**config.mk**
```make
export PLATFORM = sky130hd
export DESIGN_NAME = RegFile
export DESIGN_NICKNAME = d
export VERILOG_FILES = /design/src/verilog/isaPkg.sv /design/src/verilog/RegFile.sv
export SDC_FILE = /design/constraint.sdc
export NUM_CORES = 1
export LEC_CHECK = 0
export ABC_AREA = 1
export BUFFER_PORTS_ARGS = -buffer_cell sky130_fd_sc_hd__clkbuf_2
export CORE_UTILIZATION = 45
export CTS_BUF_LIST = sky130_fd_sc_hd__clkbuf_8
export CTS_CLUSTER_SIZE = 14
export DETAILED_ROUTE_END_ITERATION = 16
export REMOVE_ABC_BUFFERS = 1
export SYNTH_ARGS = -nofsm -noshare
export SYNTH_HDL_FRONTEND = slang
export SYNTH_SLANG_ARGS = --single-unit
```
**constraint.sdc**
```tcl
create_clock -name clk -period 5.7 [get_ports clk]
set_input_delay 1.14 -clock clk [delete_from_list [all_inputs] [get_ports clk]]
set_output_delay 1.14 -clock clk [all_outputs]
set_load 0.01 [all_outputs]
```
**src/verilog/isaPkg.sv**
```systemverilog
package isaPkg;

	// ~~~~~~~~~~~~~~~~~~~~
	// Basic types

	typedef logic [15:0] word_t; // Machine word, also the PC.

	localparam int regCount = 8;
	localparam int regAddrWidth = $clog2(regCount);

	typedef logic [regAddrWidth-1:0] regAddr_t;

	localparam regAddr_t linkReg = 3'd7; // JAL writes its return address here.

	// ~~~~~~~~~~~~~~~~~~~~
	// Opcodes in bits 15 to 12

	typedef enum logic [3:0] {
		NOP  = 4'd0,
		ADD  = 4'd1,
		ADDI = 4'd2,
		LBI  = 4'd3,
		SLBI = 4'd4,
		LD   = 4'd5,
		ST   = 4'd6,
		BEQZ = 4'd7,
		BNEZ = 4'd8,
		J    = 4'd9,
		JAL  = 4'd10,
		JR   = 4'd11
	} opcode_t;

	// ~~~~~~~~~~~~~~~~~~~~
	// Field positions

	localparam int opMsb = 15;
	localparam int opLsb = 12;
	localparam int rdMsb = 11; // Also the tested register of BEQZ, BNEZ and JR.
	localparam int rdLsb = 9;
	localparam int rsMsb = 8;
	localparam int rsLsb = 6;
	localparam int rtMsb = 5;
	localparam int rtLsb = 3;

endpackage

```
**src/verilog/RegFile.sv**
```systemverilog
module RegFile (
	input  logic             clk,
	input  logic             rst,
	input  isaPkg::regAddr_t rdAddr1,
	input  isaPkg::regAddr_t rdAddr2,
	output isaPkg::word_t    rdData1,
	output isaPkg::word_t    rdData2,
	input  logic             wrEn,
	input  isaPkg::regAddr_t wrAddr,
	input  isaPkg::word_t    wrData
);

	isaPkg::word_t regs [isaPkg::regCount];

	always_ff @(posedge clk, posedge rst) begin
		if (rst) begin
			for (int i = 0; i < isaPkg::regCount; i++) begin
				regs[i] <= '0;
			end
		end else if (wrEn) begin
			regs[wrAddr] <= wrData;
		end
	end

	// Same-cycle write shows up on the read ports.
	always_comb begin
		rdData1 = regs[rdAddr1];
		rdData2 = regs[rdAddr2];
		if (wrEn && (wrAddr == rdAddr1)) begin
			rdData1 = wrData;
		end
		if (wrEn && (wrAddr == rdAddr2)) begin
			rdData2 = wrData;
		end
	end

endmodule

```
==> out/results.ini <==
[yosys]
netlist.area_leader.share_pct = 41.1
syn-cell-area_um2 = 7780
ys_top_cells_by_area = dfrtp_1 (41%), nand2_1 (23%), nand3_1 (14%), o21ai_0 (8.0%), inv_1 (7.1%)
synth.distinct_cells = 19
synth_seq_cells = 128
syn_inst = 1197
synth_top_area_cell = dfrtp_1
ys_seq_area_share_pct = 41.1
synth_warnings = 0
avgSynthCellArea_um2 = 6.50

[run_status]
status = completed

[pwr]
sw_frac_of_total_pct = 34.0
powerDensity_nw_per_um2 = 312
pwr-share-clk_pct = 30.2
vdd_ir_drop_max_mv = 0.162
p_seq_share_pct = 43.8
intPower_mw = 1.75
pwr-share-comb_pct = 25.9
leakagePower_nw = 4.67
power_switching_mw = 0.904

[timing]
setup_viol = 0
slew_headroom_pct = 39.9
hold_viol_final = 0
slew_viol_final = 0
finalSetupTns_ns = 0
grt_setup_unrepaired = no
finClkSkew_ns = 0
period_share_pct = 78.3
worstMarginPinSlew_ns = 0.901
period_needed_ns = 4.46
fmax_ghz = 0.224

[critical_path]
cp-end-kind = output port
critPathMaxFanout = 34
rr_worst_depth = 2
crit_arrival_ns = 3.32
cp.required_ns = 4.56
crit_path_start_kind = primary input
path_class = in -> out

[layout]
top_register = regs
largest_register_ffs = 128
multi_input_area_um2 = 3620
diodes = 0
area_delta_synth_final_pct = 9.48
regArea_um2 = 3200
num-fill-cells = 1757
postLayoutCellArea_um2 = 8520
final_cell_mix = nand2_1 (472), nand3_1 (225), inv_1 (147)
nets = 1246
reg_top3 = regs: 128 flops
drive_gt1_share_pct = 10.2
final_common_cell = nand2_1

[drt]
drtIter0Drc = 744
ant_nets = 0
wl_per_cell_um = 16.7
vias_per_cell = 5.29
drc = 0
drtPass1Iterations = 6
via_count = 7665
finalWirelength_um = 24200

[clock_tree]
clkTransAtPathRegs_ns = 0.07
clockBufferDepth = 2
hold_buffers = 0
htreeDepth = 4
cts_resized = 0
cts_buffers = 17
clock_latency_ns = 0.45
cts_tree = yes
post_cts_buffers = 0
root_buffer = clkbuf_8
clock-sinks = 128

[global_route]
antenna_found_initial = 0
grt_pass1_vias = 6880
grt_start_max_net_pins = 70
grt_overflow_total = 0
grt_pass1_wl_um = 38100
grt.total_usage_pct = 28.2

[placement]
place_congestion = 0.818
port_buffers = 59
placed_area_um2 = 8130
hpwl_um = 14600

[floorplan]
die_x_um = 134
io_pins = 60
die_area_um2 = 17800
start_util_pct = 46.5
rows = 47
die_height_um = 134
core_um2 = 16800

[worst_hold_path]
hp-class = reg -> reg
holdPathStages = 2

[run]
drv_cap = 0

==> final timing paths <==
check                      startpoint    endpoint  slack (ns)
hold reg to reg              regs[99]    regs[99]        0.49
max in group asynchronous         rst   regs[113]        3.84
setup / recovery           rdAddr1[1]  rdData1[3]        1.24
setup reg to reg             regs[23]    regs[23]        4.99
min in group asynchronous         rst    regs[40]        0.85
hold / removal               regs[99]    regs[99]        0.49
==> per-layer routing <==
metal  GRT usage [%]  share of wire [%]  vias up
li1                -                  -     3786
met1            40.0                 45     3517
met2            43.8                 45      339
met3            5.44                8.6       23
met4            7.70                1.5        0
met5               0                  0        -
==> critical path: stages <==
cell      delay [ns]
clkbuf_2        0.07
buf_4           0.40
inv_2           0.46
nand2_1         0.15
nand2_1         0.07
nor2_2          0.14
nand2_4         0.22
inv_4           0.34
nand2_1         0.10
nand2_1         0.08
clkbuf_2        0.12
==> power groups by stage <==
stage / sequential (mW) / clock, mW / combinational, mW
2_1_floorplan: 1.16 / 0 / 0.479
3_3_place_gp: 1.17 / 0 / 0.677
3_5_place_dp: 1.18 / 0 / 0.685
4_1_cts: 1.16 / 0.807 / 0.688
5_1_grt: 1.18 / 0.845 / 0.796
6_report: 1.16 / 0.803 / 0.689
==> cell usage after synthesis <==
cell and n:
nand2_4 2, nand3_1 225, inv_1 148, nor2_1 4, inv_4 1, nor3_4 1
dfrtp_1 128, inv_6 1, buf_1 2, buf_6 1, buf_2 39, inv_2 7
o21ai_1 4, nor2_2 4, o21ai_0 124, buf_4 4, nand2_1 472, buf_8 1
clkbuf_1 29
==> metrics by stage <==
stage	setup slack (ns)	util (%)	power, mW	cells	hold WS [ns]
2_1_floorplan	1.15	-	1.64	1121	0.453
3_3_place_gp	1.29	48.5	1.85	1419	0.466
3_5_place_dp	1.27	48.5	1.86	1419	0.473
4_1_cts	1.27	50.9	2.66	1449	0.490
5_1_grt	1.04	50.9	2.82	1449	0.502
6_report	1.24	50.9	2.66	1449	0.486
==> logic make-up after synthesis <==
family                 Yosys count  synth area share, %
AO/OA/AOI/OAI                  128                 8.23
AND/OR/NAND/NOR                708                 38.2
buffers and inverters          233                 12.4
flip-flops                     128                 41.1
==> layout make-up <==
class	instances	area share, %
Multi-Input combinational cell	836	42.4
Sequential cell	128	37.6
Inverter	157	7.03
Timing Repair Buffer	78	5.14
Clock buffer	22	3.55
Tap cell	220	3.23
Clock inverter	8	1.03
No activity file was read; power rests on OpenSTA's default activity.
