File: src/verilog/isaPkg.sv
package isaPkg;

	// ~~~~~~~~~~~~~~~~~~~~
	// Basic types

	typedef logic [15:0] word_t; // Machine word, also the PC.

	localparam int regCount = 8;
	localparam int regAddrWidth = $clog2(regCount);

	typedef logic [regAddrWidth-1:0] regAddr_t;

	localparam regAddr_t linkReg = 3'd7; // JAL writes its return address here.

	// ~~~~~~~~~~~~~~~~~~~~
	// Opcodes in bits 15 to 12

	typedef enum logic [3:0] {
		NOP  = 4'd0,
		ADD  = 4'd1,
		ADDI = 4'd2,
		LBI  = 4'd3,
		SLBI = 4'd4,
		LD   = 4'd5,
		ST   = 4'd6,
		BEQZ = 4'd7,
		BNEZ = 4'd8,
		J    = 4'd9,
		JAL  = 4'd10,
		JR   = 4'd11
	} opcode_t;

	// ~~~~~~~~~~~~~~~~~~~~
	// Field positions

	localparam int opMsb = 15;
	localparam int opLsb = 12;
	localparam int rdMsb = 11; // Also the tested register of BEQZ, BNEZ and JR.
	localparam int rdLsb = 9;
	localparam int rsMsb = 8;
	localparam int rsLsb = 6;
	localparam int rtMsb = 5;
	localparam int rtLsb = 3;

endpackage

File: src/verilog/pipePkg.sv
package pipePkg;

	// ~~~~~~~~~~~~~~~~~~~~
	// Control encodings

	typedef enum logic [1:0] {
		IMM_S6  = 2'd0, // Bits 5:0, sign extended.
		IMM_S8  = 2'd1, // Bits 7:0, sign extended.
		IMM_S12 = 2'd2, // Bits 11:0, sign extended.
		IMM_Z8  = 2'd3  // Bits 7:0, zero extended.
	} immSel_t;

	typedef enum logic [2:0] {
		ALU_NOP  = 3'd0,
		ALU_ADD  = 3'd1,
		ALU_PASS = 3'd2 // Pass the immediate through.
	} aluOp_t;

	typedef struct packed {
		immSel_t immSel;
		logic    isBranch;
		logic    branchOnZero; // Taken when the operand is zero.
		logic    isJump;
		logic    jumpRegister; // Target is register plus immediate.
		logic    loadLink;
		logic    dataOut2Sel;  // Set picks rt, clear picks rd.
	} decodeCtrl_t;

	typedef struct packed {
		aluOp_t           aluOp;
		logic             wrRegEn;
		logic             wrMemEn;
		logic             memToReg;
		isaPkg::regAddr_t writeReg;
	} exCtrl_t;

	// ~~~~~~~~~~~~~~~~~~~~
	// Stage bundles

	typedef struct packed {
		logic          valid;
		isaPkg::word_t pc;
		isaPkg::word_t instr;
	} ifId_t;

	typedef struct packed {
		logic          valid;
		exCtrl_t       exCtrl;
		isaPkg::word_t dataOut1;
		isaPkg::word_t dataOut2;
		isaPkg::word_t immediate;
		isaPkg::word_t pcPlus1;
	} idEx_t;

endpackage

File: src/verilog/Control.sv
module Control (
	input  isaPkg::word_t        instr,
	input  logic                 valid,
	output pipePkg::decodeCtrl_t decodeCtrl,
	output pipePkg::exCtrl_t     exCtrl
);

	isaPkg::opcode_t opcode;

	assign opcode = isaPkg::opcode_t'(instr[isaPkg::opMsb:isaPkg::opLsb]);

	always_comb begin
		decodeCtrl = '0;
		exCtrl = '0;
		exCtrl.aluOp = pipePkg::ALU_NOP;
		exCtrl.writeReg = instr[isaPkg::rdMsb:isaPkg::rdLsb];
		case (opcode)
			isaPkg::ADD: begin
				exCtrl.aluOp = pipePkg::ALU_ADD;
				exCtrl.wrRegEn = 1'b1;
				decodeCtrl.dataOut2Sel = 1'b1; // Second source is rt.
			end
			isaPkg::ADDI: begin
				decodeCtrl.immSel = pipePkg::IMM_S6;
				exCtrl.aluOp = pipePkg::ALU_ADD;
				exCtrl.wrRegEn = 1'b1;
			end
			isaPkg::LBI: begin
				decodeCtrl.immSel = pipePkg::IMM_S8;
				exCtrl.aluOp = pipePkg::ALU_PASS;
				exCtrl.wrRegEn = 1'b1;
			end
			isaPkg::SLBI: begin
				decodeCtrl.immSel = pipePkg::IMM_Z8;
				exCtrl.aluOp = pipePkg::ALU_PASS;
				exCtrl.wrRegEn = 1'b1;
			end
			isaPkg::LD: begin
				decodeCtrl.immSel = pipePkg::IMM_S6;
				exCtrl.aluOp = pipePkg::ALU_ADD;
				exCtrl.wrRegEn = 1'b1;
				exCtrl.memToReg = 1'b1;
			end
			isaPkg::ST: begin
				decodeCtrl.immSel = pipePkg::IMM_S6;
				exCtrl.aluOp = pipePkg::ALU_ADD;
				exCtrl.wrMemEn = 1'b1; // Store data comes from rd.
			end
			isaPkg::BEQZ, isaPkg::BNEZ: begin
				decodeCtrl.immSel = pipePkg::IMM_S8;
				decodeCtrl.isBranch = 1'b1;
				decodeCtrl.branchOnZero = (opcode == isaPkg::BEQZ);
			end
			isaPkg::J: begin
				decodeCtrl.immSel = pipePkg::IMM_S12;
				decodeCtrl.isJump = 1'b1;
			end
			isaPkg::JAL: begin
				decodeCtrl.immSel = pipePkg::IMM_S12;
				decodeCtrl.isJump = 1'b1;
				decodeCtrl.loadLink = 1'b1; // Return address rides on dataOut2.
				exCtrl.wrRegEn = 1'b1;
				exCtrl.writeReg = isaPkg::linkReg;
			end
			isaPkg::JR: begin
				decodeCtrl.immSel = pipePkg::IMM_S8;
				decodeCtrl.isJump = 1'b1;
				decodeCtrl.jumpRegister = 1'b1;
			end
			default: ; // NOP and unused codes do nothing.
		endcase
		if (!valid) begin
			decodeCtrl = '0;
			exCtrl = '0;
		end
	end

	always_comb begin
		assert final (!(exCtrl.wrRegEn && exCtrl.wrMemEn))
			else $error("Control: register and memory write both enabled.");
	end

endmodule

File: config.mk
export PLATFORM = sky130hd
export DESIGN_NAME = Control
export DESIGN_NICKNAME = d
export VERILOG_FILES = /design/src/verilog/isaPkg.sv /design/src/verilog/pipePkg.sv /design/src/verilog/Control.sv
export SDC_FILE = /design/constraint.sdc
export NUM_CORES = 1
export LEC_CHECK = 0
export ABC_AREA = 1
export BUFFER_PORTS_ARGS = -buffer_cell sky130_fd_sc_hd__buf_2
export CAP_MARGIN = 20
export CORE_AREA = 2 2 39 41
export DETAILED_ROUTE_END_ITERATION = 16
export DIE_AREA = 0 0 41 43
export GPL_ROUTABILITY_DRIVEN = 0
export SLEW_MARGIN = 10
export SYNTH_ARGS = -nofsm -noshare
export SYNTH_HDL_FRONTEND = slang
export SYNTH_SLANG_ARGS = --single-unit
File: constraint.sdc
create_clock -name vclk -period 0.8
set_input_delay 0.04 -clock vclk [all_inputs]
set_output_delay 0.04 -clock vclk [all_outputs]
set_load 0.02 [all_outputs]
==> metrics.md <==
| Metric | Value |
|---|---|
| DP Worst Slack | -0.0474 ns |
| Wirelength per Cell | 8.87 µm |
| Final period util | 99.2% |
| Fill count | 143 |
| Sequential cell area | 0 µm² |
| Critical path fanouts, max | 4 |
| DRC | 0 |
| Buffers on Ports | 24 |
| Clk_buf instances | 0 |
| P_int | 129 µW |
| CP endpoint kind | primary output |
| Peak Freq | 1260 MHz |
| CP Launch Type | primary input |
| Status | complete, no violations |
| Sw Ratio | 55.7% |
| IO Count | 34 |
| Post-Route Setup TNS | 0 ns |
| Vias in the first global route | 346 |
| Pins over their slew limit | 0 |
| Initial Util | 18.1% |
| Setup violators final | 0 |
| Min Tclk post-route | 0.793 ns |
| Net Sw Power | 162 µW |
| GR Util All Layers | 9.39% |
| Synthesis-to-layout area growth | 123% |
| Die H | 43 µm |
| Global-route wire length before repair | 1270 µm |
| Comb pwr share | 100.0% |
| Remaining global-route overflow | 0 |
| Final WL | 878 µm |
| Worst path slowest cell | nor2_4 |
| Initial antenna violation count | 0 |
| Synth cell types | 16 |
| DR pass1 iterations | 2 |
| HP Class | primary input to primary output |
| Final std cells w/o fill | 99 |
| Synth top area cells | nand2_1 (26%), nor2_1 (12%), nand3_2 (8.0%) |
| Post-synth top cells | nand2_1 (17), nor2_1 (8), inv_1 (5), inv_2 (5), o21ai_1 (3) |
| Leak | 0.000329 µW |
| Post-synthesis area per instance | 4.72 µm² |
| Layout net count | 102 |
| Total die area | 1760 µm² |
| Multi-input logic area | 249 µm² |
| Delay of the slowest critical-path stage | 0.17 ns |
| Final hold viol count | 0 |
| Clock network fraction of total power | 0% |
| Most frequent cell after synthesis | nand2_1 |
| Unrepaired setup endpoints after global routing | yes |
| Critical Path AT | 0.75 ns |
| Via count | 423 |
| HPWL Detailed | 663 µm |
| Setup CP Type | primary input to primary output |
| Yosys warning count | 0 |
| Area share of the largest cell type after synthesis | 25.5% |
| PD cells | 521 nW/µm² |
| Antenna cells | 0 |
| VDD IR-drop max | 0.000244 V |
| Syn_nets | 70 |
| Fin worst setup slack | 0.00663 ns |
| Cell Chain, Critical Path | buf_8, nor2_4, inv_2, nor2_1, nand2_1, inv_1, buf_6 |
| Max cap viols | 0 |
| Synthesized cell area | 250 µm² |
| Hold-fix buffers, CTS | 0 |
| Num sequential | 0 |
| CP required | 0.76 ns |
| Layout cells sized above 1 | 66.3% |
| CP delay by family, top | simple AND/OR/NAND/NOR gates |
| Sequential fraction of the synthesis area | 0% |
| Chip width | 41 µm |
| Initial drt markers | 5 |
| Post-Syn Instances | 53 |
| Largest net degree at the start of global routing | 10 |
| Flop pwr share | 0% |
| Inst Count DP | 98 |
| Std cell rows | 14 |
| Worst path bufs/invs | 4 |
| Post-route ant nets | 0 |
| Core area | 1380 µm² |
| Vias per cell | 4.27 |
| Area leader, netlist | nand2_1 |
## timing repair
action	4_1_cts	5_1_grt
setup buffers	0	1
gates resized for setup	14	28
pin swaps	3	7
setup endpoints to repair	8	11
## metal layers
metal | share of wire (%) | vias to the layer above | GRT usage (%)
li1 | - | 221 | -
met1 | 43 | 186 | 13.6
met2 | 52 | 16 | 15.9
met3 | 5.5 | 0 | 0
met4 | 0 | 0 | 0
met5 | 0 | - | 0
## cell type report
class	instances	area share, %
Inverter	10	8.05
Multi-Input combinational cell	41	44.5
Tap cell	16	3.58
Timing Repair Buffer	32	43.8
## cells in the final DEF (no fill, tap or decap), types with 2 or more instances in the layout
cell type and n:
buf_2 12, buf_4 14, buf_6 4, inv_1 3
inv_2 5, nand2_1 12, nand2_2 6, nor2_1 7
nor2_4 3, o21ai_0 2, o21ai_2 2
## power by group through the flow
stage	clock network, µW	registers, µW	logic (µW)
final	0	0	291
after global routing	0	0	314
after CTS	0	0	244
after detailed placement	0	0	219
after global placement	0	0	216
after floorplan	0	0	130
## kinds of logic (layout without fill, tap and decap cells)
group                  after synthesis  count (layout)  share of synthesized area (%)
AND/OR/NAND/NOR                     33              33                           62.0
buffers and inverters               12              42                           22.5
AO/OA/AOI/OAI                        7               7                           14.0
other                                1               1                           1.50
## final timing paths
kind,start,cells after the start,end,slack [ns]
worst max-delay path,instr[14],7,decodeCtrl[2],0.007
worst min-delay path,instr[15],3,exCtrl[6],0.36
## through the flow
stage | util, % | instance area, µm² | hold slack [ns] | power [µW]
detailed placement | 31.1 | 430 | 0.416 | 219
CTS | 34.1 | 472 | 0.367 | 244
floorplan | - | 256 | 0.132 | 130
global route | 40.4 | 559 | 0.371 | 314
finish | 40.4 | 559 | 0.358 | 291
global placement | 31.1 | 430 | 0.411 | 216
Note: power is estimated with default switching activity, not from simulation.
