## config.mk

```make
export PLATFORM = sky130hd
export DESIGN_NAME = Decode
export DESIGN_NICKNAME = d
export VERILOG_FILES = /design/src/verilog/isaPkg.sv /design/src/verilog/pipePkg.sv /design/src/verilog/Decode.sv
export SDC_FILE = /design/constraint.sdc
export NUM_CORES = 1
export LEC_CHECK = 0
export ABC_AREA = 1
export ABC_CLOCK_PERIOD_IN_PS = 4700
export BUFFER_PORTS_ARGS = -buffer_cell sky130_fd_sc_hd__buf_2
export CORE_MARGIN = 2
export CORE_UTILIZATION = 45
export DETAILED_ROUTE_END_ITERATION = 12
export GPL_TIMING_DRIVEN = 0
export PLACE_DENSITY = 0.94
export SLEW_MARGIN = 10
export SYNTH_ARGS = -nofsm -noshare
export SYNTH_HDL_FRONTEND = slang
export SYNTH_SLANG_ARGS = --single-unit
```

## constraint.sdc

```tcl
create_clock -name vclk -period 4.7
set_input_delay 0.47 -clock vclk [all_inputs]
set_output_delay 0.47 -clock vclk [all_outputs]
set_load 0.03 [all_outputs]
```

## src/verilog/isaPkg.sv

```systemverilog
package isaPkg;

	// ~~~~~~~~~~~~~~~~~~~~
	// Basic types

	typedef logic [15:0] word_t; // Machine word, also the PC.

	localparam int regCount = 8;
	localparam int regAddrWidth = $clog2(regCount);

	typedef logic [regAddrWidth-1:0] regAddr_t;

	localparam regAddr_t linkReg = 3'd7; // JAL writes its return address here.

	// ~~~~~~~~~~~~~~~~~~~~
	// Opcodes in bits 15 to 12

	typedef enum logic [3:0] {
		NOP  = 4'd0,
		ADD  = 4'd1,
		ADDI = 4'd2,
		LBI  = 4'd3,
		SLBI = 4'd4,
		LD   = 4'd5,
		ST   = 4'd6,
		BEQZ = 4'd7,
		BNEZ = 4'd8,
		J    = 4'd9,
		JAL  = 4'd10,
		JR   = 4'd11
	} opcode_t;

	// ~~~~~~~~~~~~~~~~~~~~
	// Field positions

	localparam int opMsb = 15;
	localparam int opLsb = 12;
	localparam int rdMsb = 11; // Also the tested register of BEQZ, BNEZ and JR.
	localparam int rdLsb = 9;
	localparam int rsMsb = 8;
	localparam int rsLsb = 6;
	localparam int rtMsb = 5;
	localparam int rtLsb = 3;

endpackage

```

## src/verilog/pipePkg.sv

```systemverilog
package pipePkg;

	// ~~~~~~~~~~~~~~~~~~~~
	// Control encodings

	typedef enum logic [1:0] {
		IMM_S6  = 2'd0, // Bits 5:0, sign extended.
		IMM_S8  = 2'd1, // Bits 7:0, sign extended.
		IMM_S12 = 2'd2, // Bits 11:0, sign extended.
		IMM_Z8  = 2'd3  // Bits 7:0, zero extended.
	} immSel_t;

	typedef enum logic [2:0] {
		ALU_NOP  = 3'd0,
		ALU_ADD  = 3'd1,
		ALU_PASS = 3'd2 // Pass the immediate through.
	} aluOp_t;

	typedef struct packed {
		immSel_t immSel;
		logic    isBranch;
		logic    branchOnZero; // Taken when the operand is zero.
		logic    isJump;
		logic    jumpRegister; // Target is register plus immediate.
		logic    loadLink;
		logic    dataOut2Sel;  // Set picks rt, clear picks rd.
	} decodeCtrl_t;

	typedef struct packed {
		aluOp_t           aluOp;
		logic             wrRegEn;
		logic             wrMemEn;
		logic             memToReg;
		isaPkg::regAddr_t writeReg;
	} exCtrl_t;

	// ~~~~~~~~~~~~~~~~~~~~
	// Stage bundles

	typedef struct packed {
		logic          valid;
		isaPkg::word_t pc;
		isaPkg::word_t instr;
	} ifId_t;

	typedef struct packed {
		logic          valid;
		exCtrl_t       exCtrl;
		isaPkg::word_t dataOut1;
		isaPkg::word_t dataOut2;
		isaPkg::word_t immediate;
		isaPkg::word_t pcPlus1;
	} idEx_t;

endpackage

```

## src/verilog/Decode.sv

```systemverilog
module Decode (
	input  pipePkg::ifId_t       ifId,
	input  pipePkg::decodeCtrl_t decodeCtrl,
	input  pipePkg::exCtrl_t     exCtrlIn,
	output isaPkg::regAddr_t     rdAddr1,
	output isaPkg::regAddr_t     rdAddr2,
	input  isaPkg::word_t        rdData1,
	input  isaPkg::word_t        rdData2,
	output logic                 redirect,
	output isaPkg::word_t        target,
	output pipePkg::idEx_t       idEx
);

	isaPkg::regAddr_t rd, rs, rt;
	isaPkg::word_t immediate;
	isaPkg::word_t pcPlus1;
	logic useRd1;
	logic taken;

	assign rd = ifId.instr[isaPkg::rdMsb:isaPkg::rdLsb];
	assign rs = ifId.instr[isaPkg::rsMsb:isaPkg::rsLsb];
	assign rt = ifId.instr[isaPkg::rtMsb:isaPkg::rtLsb];

	// ~~~~~~~~~~~~~~~~~~~~
	// Register reads

	assign useRd1 = decodeCtrl.isBranch || decodeCtrl.jumpRegister || exCtrlIn.wrMemEn;
	assign rdAddr1 = useRd1 ? rd : rs;
	assign rdAddr2 = decodeCtrl.dataOut2Sel ? rt : rd;

	always_comb begin
		case (decodeCtrl.immSel)
			pipePkg::IMM_S6:  immediate = {{10{ifId.instr[5]}}, ifId.instr[5:0]};
			pipePkg::IMM_S8:  immediate = {{8{ifId.instr[7]}}, ifId.instr[7:0]};
			pipePkg::IMM_S12: immediate = {{4{ifId.instr[11]}}, ifId.instr[11:0]};
			default:          immediate = {8'd0, ifId.instr[7:0]};
		endcase
	end

	assign pcPlus1 = ifId.pc + 16'd1;

	// ~~~~~~~~~~~~~~~~~~~~
	// Branch and jump resolution

	assign taken = decodeCtrl.isBranch && ((rdData1 == '0) == decodeCtrl.branchOnZero);
	assign redirect = ifId.valid && (decodeCtrl.isJump || taken);
	assign target = decodeCtrl.jumpRegister ? rdData1 + immediate : pcPlus1 + immediate;

	assign idEx.valid = ifId.valid;
	assign idEx.exCtrl = exCtrlIn;
	assign idEx.dataOut1 = rdData1;
	assign idEx.dataOut2 = decodeCtrl.loadLink ? pcPlus1 : rdData2; // Link value for JAL.
	assign idEx.immediate = immediate;
	assign idEx.pcPlus1 = pcPlus1;

endmodule

```

==> results of run 1 <==
==> per-layer routing <==
metal  part of all wire, %  global-route usage [%]  vias up
li1                      -                       -     1529
met1                    40                   29.62     1354
met2                    52                   50.00      116
met3                   6.1                   2.606       11
met4                   1.5                   6.061        0
met5                     0                       0        -
==> power by group <==
part	total, mW	internal, mW	leakage (nW)	switching, mW
Combinational	0.559	0.181	1.97	0.378
Clock	0	0	0	0
Sequential	0	0	0	0
Total	0.559	0.181	1.97	0.378
==> kinds of logic (layout without fill, tap and decap cells) <==
group                      Yosys count  count (layout)
buffers and inverters               95             262
AOI/OAI and AO/OA                   64              64
adders and majority gates           17              17
xor gates and xnor gates            19              19
and+or+nand+nor                    190             190
==> how the worst min path moves through the flow <==
| stage | endpoint | slack, ns | depth (start not counted) |
|---|---|---|---|
| CTS | idEx[71] | 1.19 | 2 |
| global route | idEx[72] | 1.20 | 2 |
| global placement | idEx[71] | 1.19 | 2 |
| finish | idEx[71] | 1.19 | 2 |
| floorplan | idEx[0] | 1.01 | 1 |
| detailed placement | idEx[71] | 1.19 | 2 |
==> cell type report <==
| type | count | area share, % |
|---|---|---|
| inverter | 53 | 6.507 |
| buffer | 42 | 9.638 |
| timing repair buffer | 167 | 27.17 |
| tap | 54 | 2.196 |
| multi-input combinational | 290 | 54.49 |
==> cells in the final DEF, fill, tap and decap left out, drive strengths merged, types with 2 or more instances in the layout <==
cell type / Yosys / routed
a21boi: 4 / 4
a21o: 2 / 2
a21oi: 14 / 14
buf: 39 / 206
clkbuf: 3 / 3
clkinv: 2 / 2
ha: 16 / 16
inv: 51 / 51
nand2: 123 / 123
nand3: 24 / 24
nand4: 2 / 2
nor2: 32 / 32
nor3: 3 / 3
o211ai: 3 / 3
o21ai: 38 / 38
o21bai: 2 / 2
or2: 3 / 3
xnor2: 3 / 3
xor2: 16 / 16
==> stage by stage <==
| step | instances | utilization, % | cell area, um2 |
|---|---|---|---|
| 2_1_floorplan | 385 | - | 2173 |
| 3_3_place_gp | 606 | 65.57 | 3077 |
| 3_5_place_dp | 606 | 65.57 | 3077 |
| 4_1_cts | 606 | 65.57 | 3077 |
| 5_1_grt | 606 | 65.57 | 3077 |
| 6_report | 606 | 65.57 | 3077 |
==> qor.txt, run 1 <==
Compound-Gate Fraction of Synth Area: 18.31%
Hold Fails Final Rpt: 0
CP delay by family, top: simple AND/OR/NAND/NOR gates
Post-Synth Simple-Gate Area: 39.84%
Design Power: 0.5587 mW
Fin nets: 653
Final Cycle Share: 74.65%
Via count: 3010
Post-DRT Antenna Nets: 0
Cells after Synth: 385
CLK BUF: 0
Worst setup SP type: input port
FILL cells: 418
Arrival time worst endpoint: 3.04 ns
Drt drc: 0
1st-iter DRT viols: 134
Worst path max stage delay: 0.30 ns
I/O pin count: 179
Largest family of logic cells by synthesized area: simple AND/OR/NAND/NOR gates
Die height: 73.50 um
Place WS: 1.254 ns
XOR/XNOR Fraction of Synth Area: 8.866%
Most frequent cells after synthesis: nand2_1, inv_1, buf_4
Multi-input gate area: 1677 um2
Crit path launch: ifId[16]
Min Tclk post-route: 3.509 ns
CTS resizes: 0
Leak: 1.968 nW
Vias/cell: 4.967
Worst Path Buf+Inv: 4
Worst min-delay path category: input port to output pin
Hold path startpoint: exCtrlIn[7]
Most common cell in the netlist: nand2_1
Initial antenna violation count: 0
Diode count: 0
Die X: 73.50 um
Synth top area cells: nand2_1, buf_4, ha_1
Core area: 4692 um2
Mux cell area share after synthesis: 0%
Status: finished clean
Sequential-to-total area share from yosys stat: 0%
Share of layout cells above drive strength 1: 44.20%
Initial Util: 46.32%
Worst-path cell chain: buf_2, ha_1, nand2_1, inv_2, nand2_2, nor2_2, nor2_1, or2_4, o21ai_2, ha_1, nand2_1, inv_1, a21boi_0, nor2_1, nor2_1, nand2_1, xor2_1, buf_2
Largest area contributor in the netlist: nand2_1
Setup Fix Bufs, Post-CTS: 0
Routed length per instance: 12.24 um
Max cap viols: 0
Pre-Repair DR Iteration Count: 5
Drt total wl: 7420 um
Final TNS setup: 0 ns
GRT Util Overall: 25.75%
FFs & Latches: 0
Hold Buf Count CTS: 0
Setup crit end kind: output pin
Synthesized Nets: 484
Maximum fanout along the worst path: 5
Vias in the first global route: 2738
Row Count: 25
Worst Tran Pin Value: 0.4707 ns
Netlist cell types: 41
Final Max Slew Viols: 0
Max-slew headroom: 68.62%
Mean Syn Cell Area: 5.645 um2
Adder-cell share of the synthesized area: 10.13%
GP Congestion: 0.9160
Crit-path slowest cell: ha_1
RSZ-0062 raised after global routing: false
First-pass GRT wire length: 11520 um
Port Buffers: 167
Setup CP Type: input port to output pin
Largest net degree at the start of global routing: 12
Final HPWL DP: 6712 um
Pwr Density: 181.6 nW/um2
WP depth: 18
Synth top area share: 19.86%
Final WS setup: 1.191 ns
Area grow syn2layout: 41.57%
Fmax achieved: 0.2850 GHz
Maximum VDD drop: 0.0001147 V
Hold slack final: 1.190 ns
Critical Path RT: 4.23 ns
Worst setup endpoint: target[13]
Count of final setup violators: 0
Cell Area, Synth: 2173 um2
Grt total ovfl: 0
Register area: 0 um2
Die area: 5402 um2
Synth Warn #: 0
Note: power is estimated with default switching activity, not from simulation.
==> run 2, diff against run 1 <==
ABC_CLOCK_PERIOD_IN_PS = 3000   (was 4700)
CORE_UTILIZATION = 37   (was 45)
PLACE_DENSITY = 0.83   (was 0.94)
clock period = 3 ns   (was 4.7 ns; I/O delays follow)
==> qor.txt, run 2 (same netlist as run 1, synthesis figures left out) <==
Setup CP Type: input port to output pin
Crit-path slowest cell: ha_1
Area grow syn2layout: 60.10%
Max-slew headroom: 66.81% (-1.8 points)
First-pass GRT wire length: 11720 um (+1.7%)
Largest net degree at the start of global routing: 12 (unchanged)
CP dominant cell by count: nand2_1
1st-iter DRT viols: 123 (-8.2%)
Most common cell after layout, fill and taps aside: buf_2
Post-DRT Antenna Nets: 0 (unchanged)
GP Congestion: 0.9207 (+0.51%)
CP delay by family, top: simple AND/OR/NAND/NOR gates
CLK BUF: 0 (unchanged)
Final HPWL DP: 6812 um (+1.5%)
Status: finished clean
Worst Tran Pin Value: 0.4978 ns (+0.02714 ns)
Port Buffers: 167 (unchanged)
Pre-Repair DR Iteration Count: 4 (-1)
Worst path max stage delay: 0.37 ns (+0.07 ns)
Vias in the first global route: 2666 (-2.6%)
Setup crit end kind: output pin
Crit path launch: ifId[17]
Initial antenna violation count: 0 (unchanged)
Min Tclk post-route: 2.891 ns
Register area: 0 um2 (unchanged)
Worst setup SP type: input port
FFs & Latches: 0 (unchanged)
Grt total ovfl: 0 (unchanged)
Pwr Density: 282.9 nW/um2 (+56%)
Routed length per instance: 12.59 um (+2.8%)
Vias/cell: 4.818 (-3.0%)
Worst min-delay path category: input port to output pin
Hold Fails Final Rpt: 0 (unchanged)
Row Count: 27 (+8.0%)
Die X: 80.64 um (+9.7%)
Worst-path cell chain: buf_4, ha_4, nand2_1, inv_2, nand3_2, nor3_2, or2_2, nand3_1, o21ai_0, ha_1, nand2_2, inv_1, a21boi_2, nand2_1, a21oi_1, nand3_1, nand2_1, buf_4
Placed cell area: 3122 um2 (+1.5%)
Critical Path RT: 2.70 ns (-1.53 ns)
Commonest non-fill, non-tap cells in the layout: buf_2, nand2_1, buf_4
Die height: 80.64 um (+9.7%)
Die area: 6503 um2 (+20%)
Diode count: 0 (unchanged)
Arrival time worst endpoint: 2.59 ns (-0.45 ns)
Final Max Slew Viols: 0 (unchanged)
Initial Util: 38.99% (-7.3 points)
GRT Util Overall: 22.09% (-3.7 points)
Worst Path Buf+Inv: 4 (unchanged)
Maximum VDD drop: 0.0001849 V (+61%)
Max cap viols: 0 (unchanged)
Final TNS setup: 0 ns (unchanged)
Via count: 3069 (+2.0%)
Share of layout cells above drive strength 1: 51.68% (+7.5 points)
Final Cycle Share: 96.36%
I/O pin count: 179 (unchanged)
Core area: 5574 um2 (+19%)
WP depth: 18 (unchanged)
Fmax achieved: 0.3459 GHz
Fin nets: 666 (+2.0%)
Fin area: 3480 um2 (+13%)
Leak: 2.083 nW (+5.9%)
Design Power: 0.9842 mW (+76%)
Drt total wl: 8017 um (+8.0%)
Count of final setup violators: 0 (unchanged)
Drt drc: 0 (unchanged)
Maximum fanout along the worst path: 5 (unchanged)
Final Util: 62.42% (-3.1 points)
Worst setup endpoint: target[15]
-- run 2: stage by stage --
stage                     hold slack [ns]  worst slack (ns)  std cells
after floorplan                    0.6694          0.002597        385
final                              0.8500            0.1092        637
after detailed placement           0.8510           -0.1280        624
after CTS                          0.8512         -0.005369        626
after global routing               0.8598          -0.03304        637
after global placement             0.8517          -0.09391        624
-- run 2: routing by layer --
metal / track usage [%] / share of wire [%] / vias to the layer above
li1: - / - / 1554
met1: 26.86 / 41 / 1388
met5: 0 / 0 / -
met2: 42.92 / 52 / 117
met4: 3.390 / 1.0 / 0
met3: 1.124 / 5.9 / 10
-- run 2: worst min-delay path by stage --
stage               cells after the start   startpoint  endpoint
global placement                        2  exCtrlIn[7]  idEx[71]
detailed placement                      2  exCtrlIn[7]  idEx[71]
global route                            2  exCtrlIn[5]  idEx[69]
finish                                  2  exCtrlIn[5]  idEx[69]
CTS                                     2  exCtrlIn[7]  idEx[71]
floorplan                               1     ifId[16]   idEx[0]
-- run 2: cell type report --
type / count / area, um2
Timing Repair Buffer: 180 / 957.2
Tap cell: 72 / 90.09
Buffer: 42 / 306.5
Inverter: 53 / 203.9
Fill cell: 528 / 2095
Multi-Input combinational cell: 290 / 1922
-- run 2: power by group --
part | switching, mW | internal [mW] | total (mW)
Clock | 0 | 0 | 0
Sequential | 0 | 0 | 0
Combinational | 0.635 | 0.349 | 0.984
-- run 2: repair_timing --
item | in CTS | in global routing
pin swaps | 3 | 16
gates cloned | 0 | 0
setup buffers | 2 | 11
setup endpoints to repair | 6 | 9
gates resized for setup | 13 | 51
hold buffers | 0 | 0
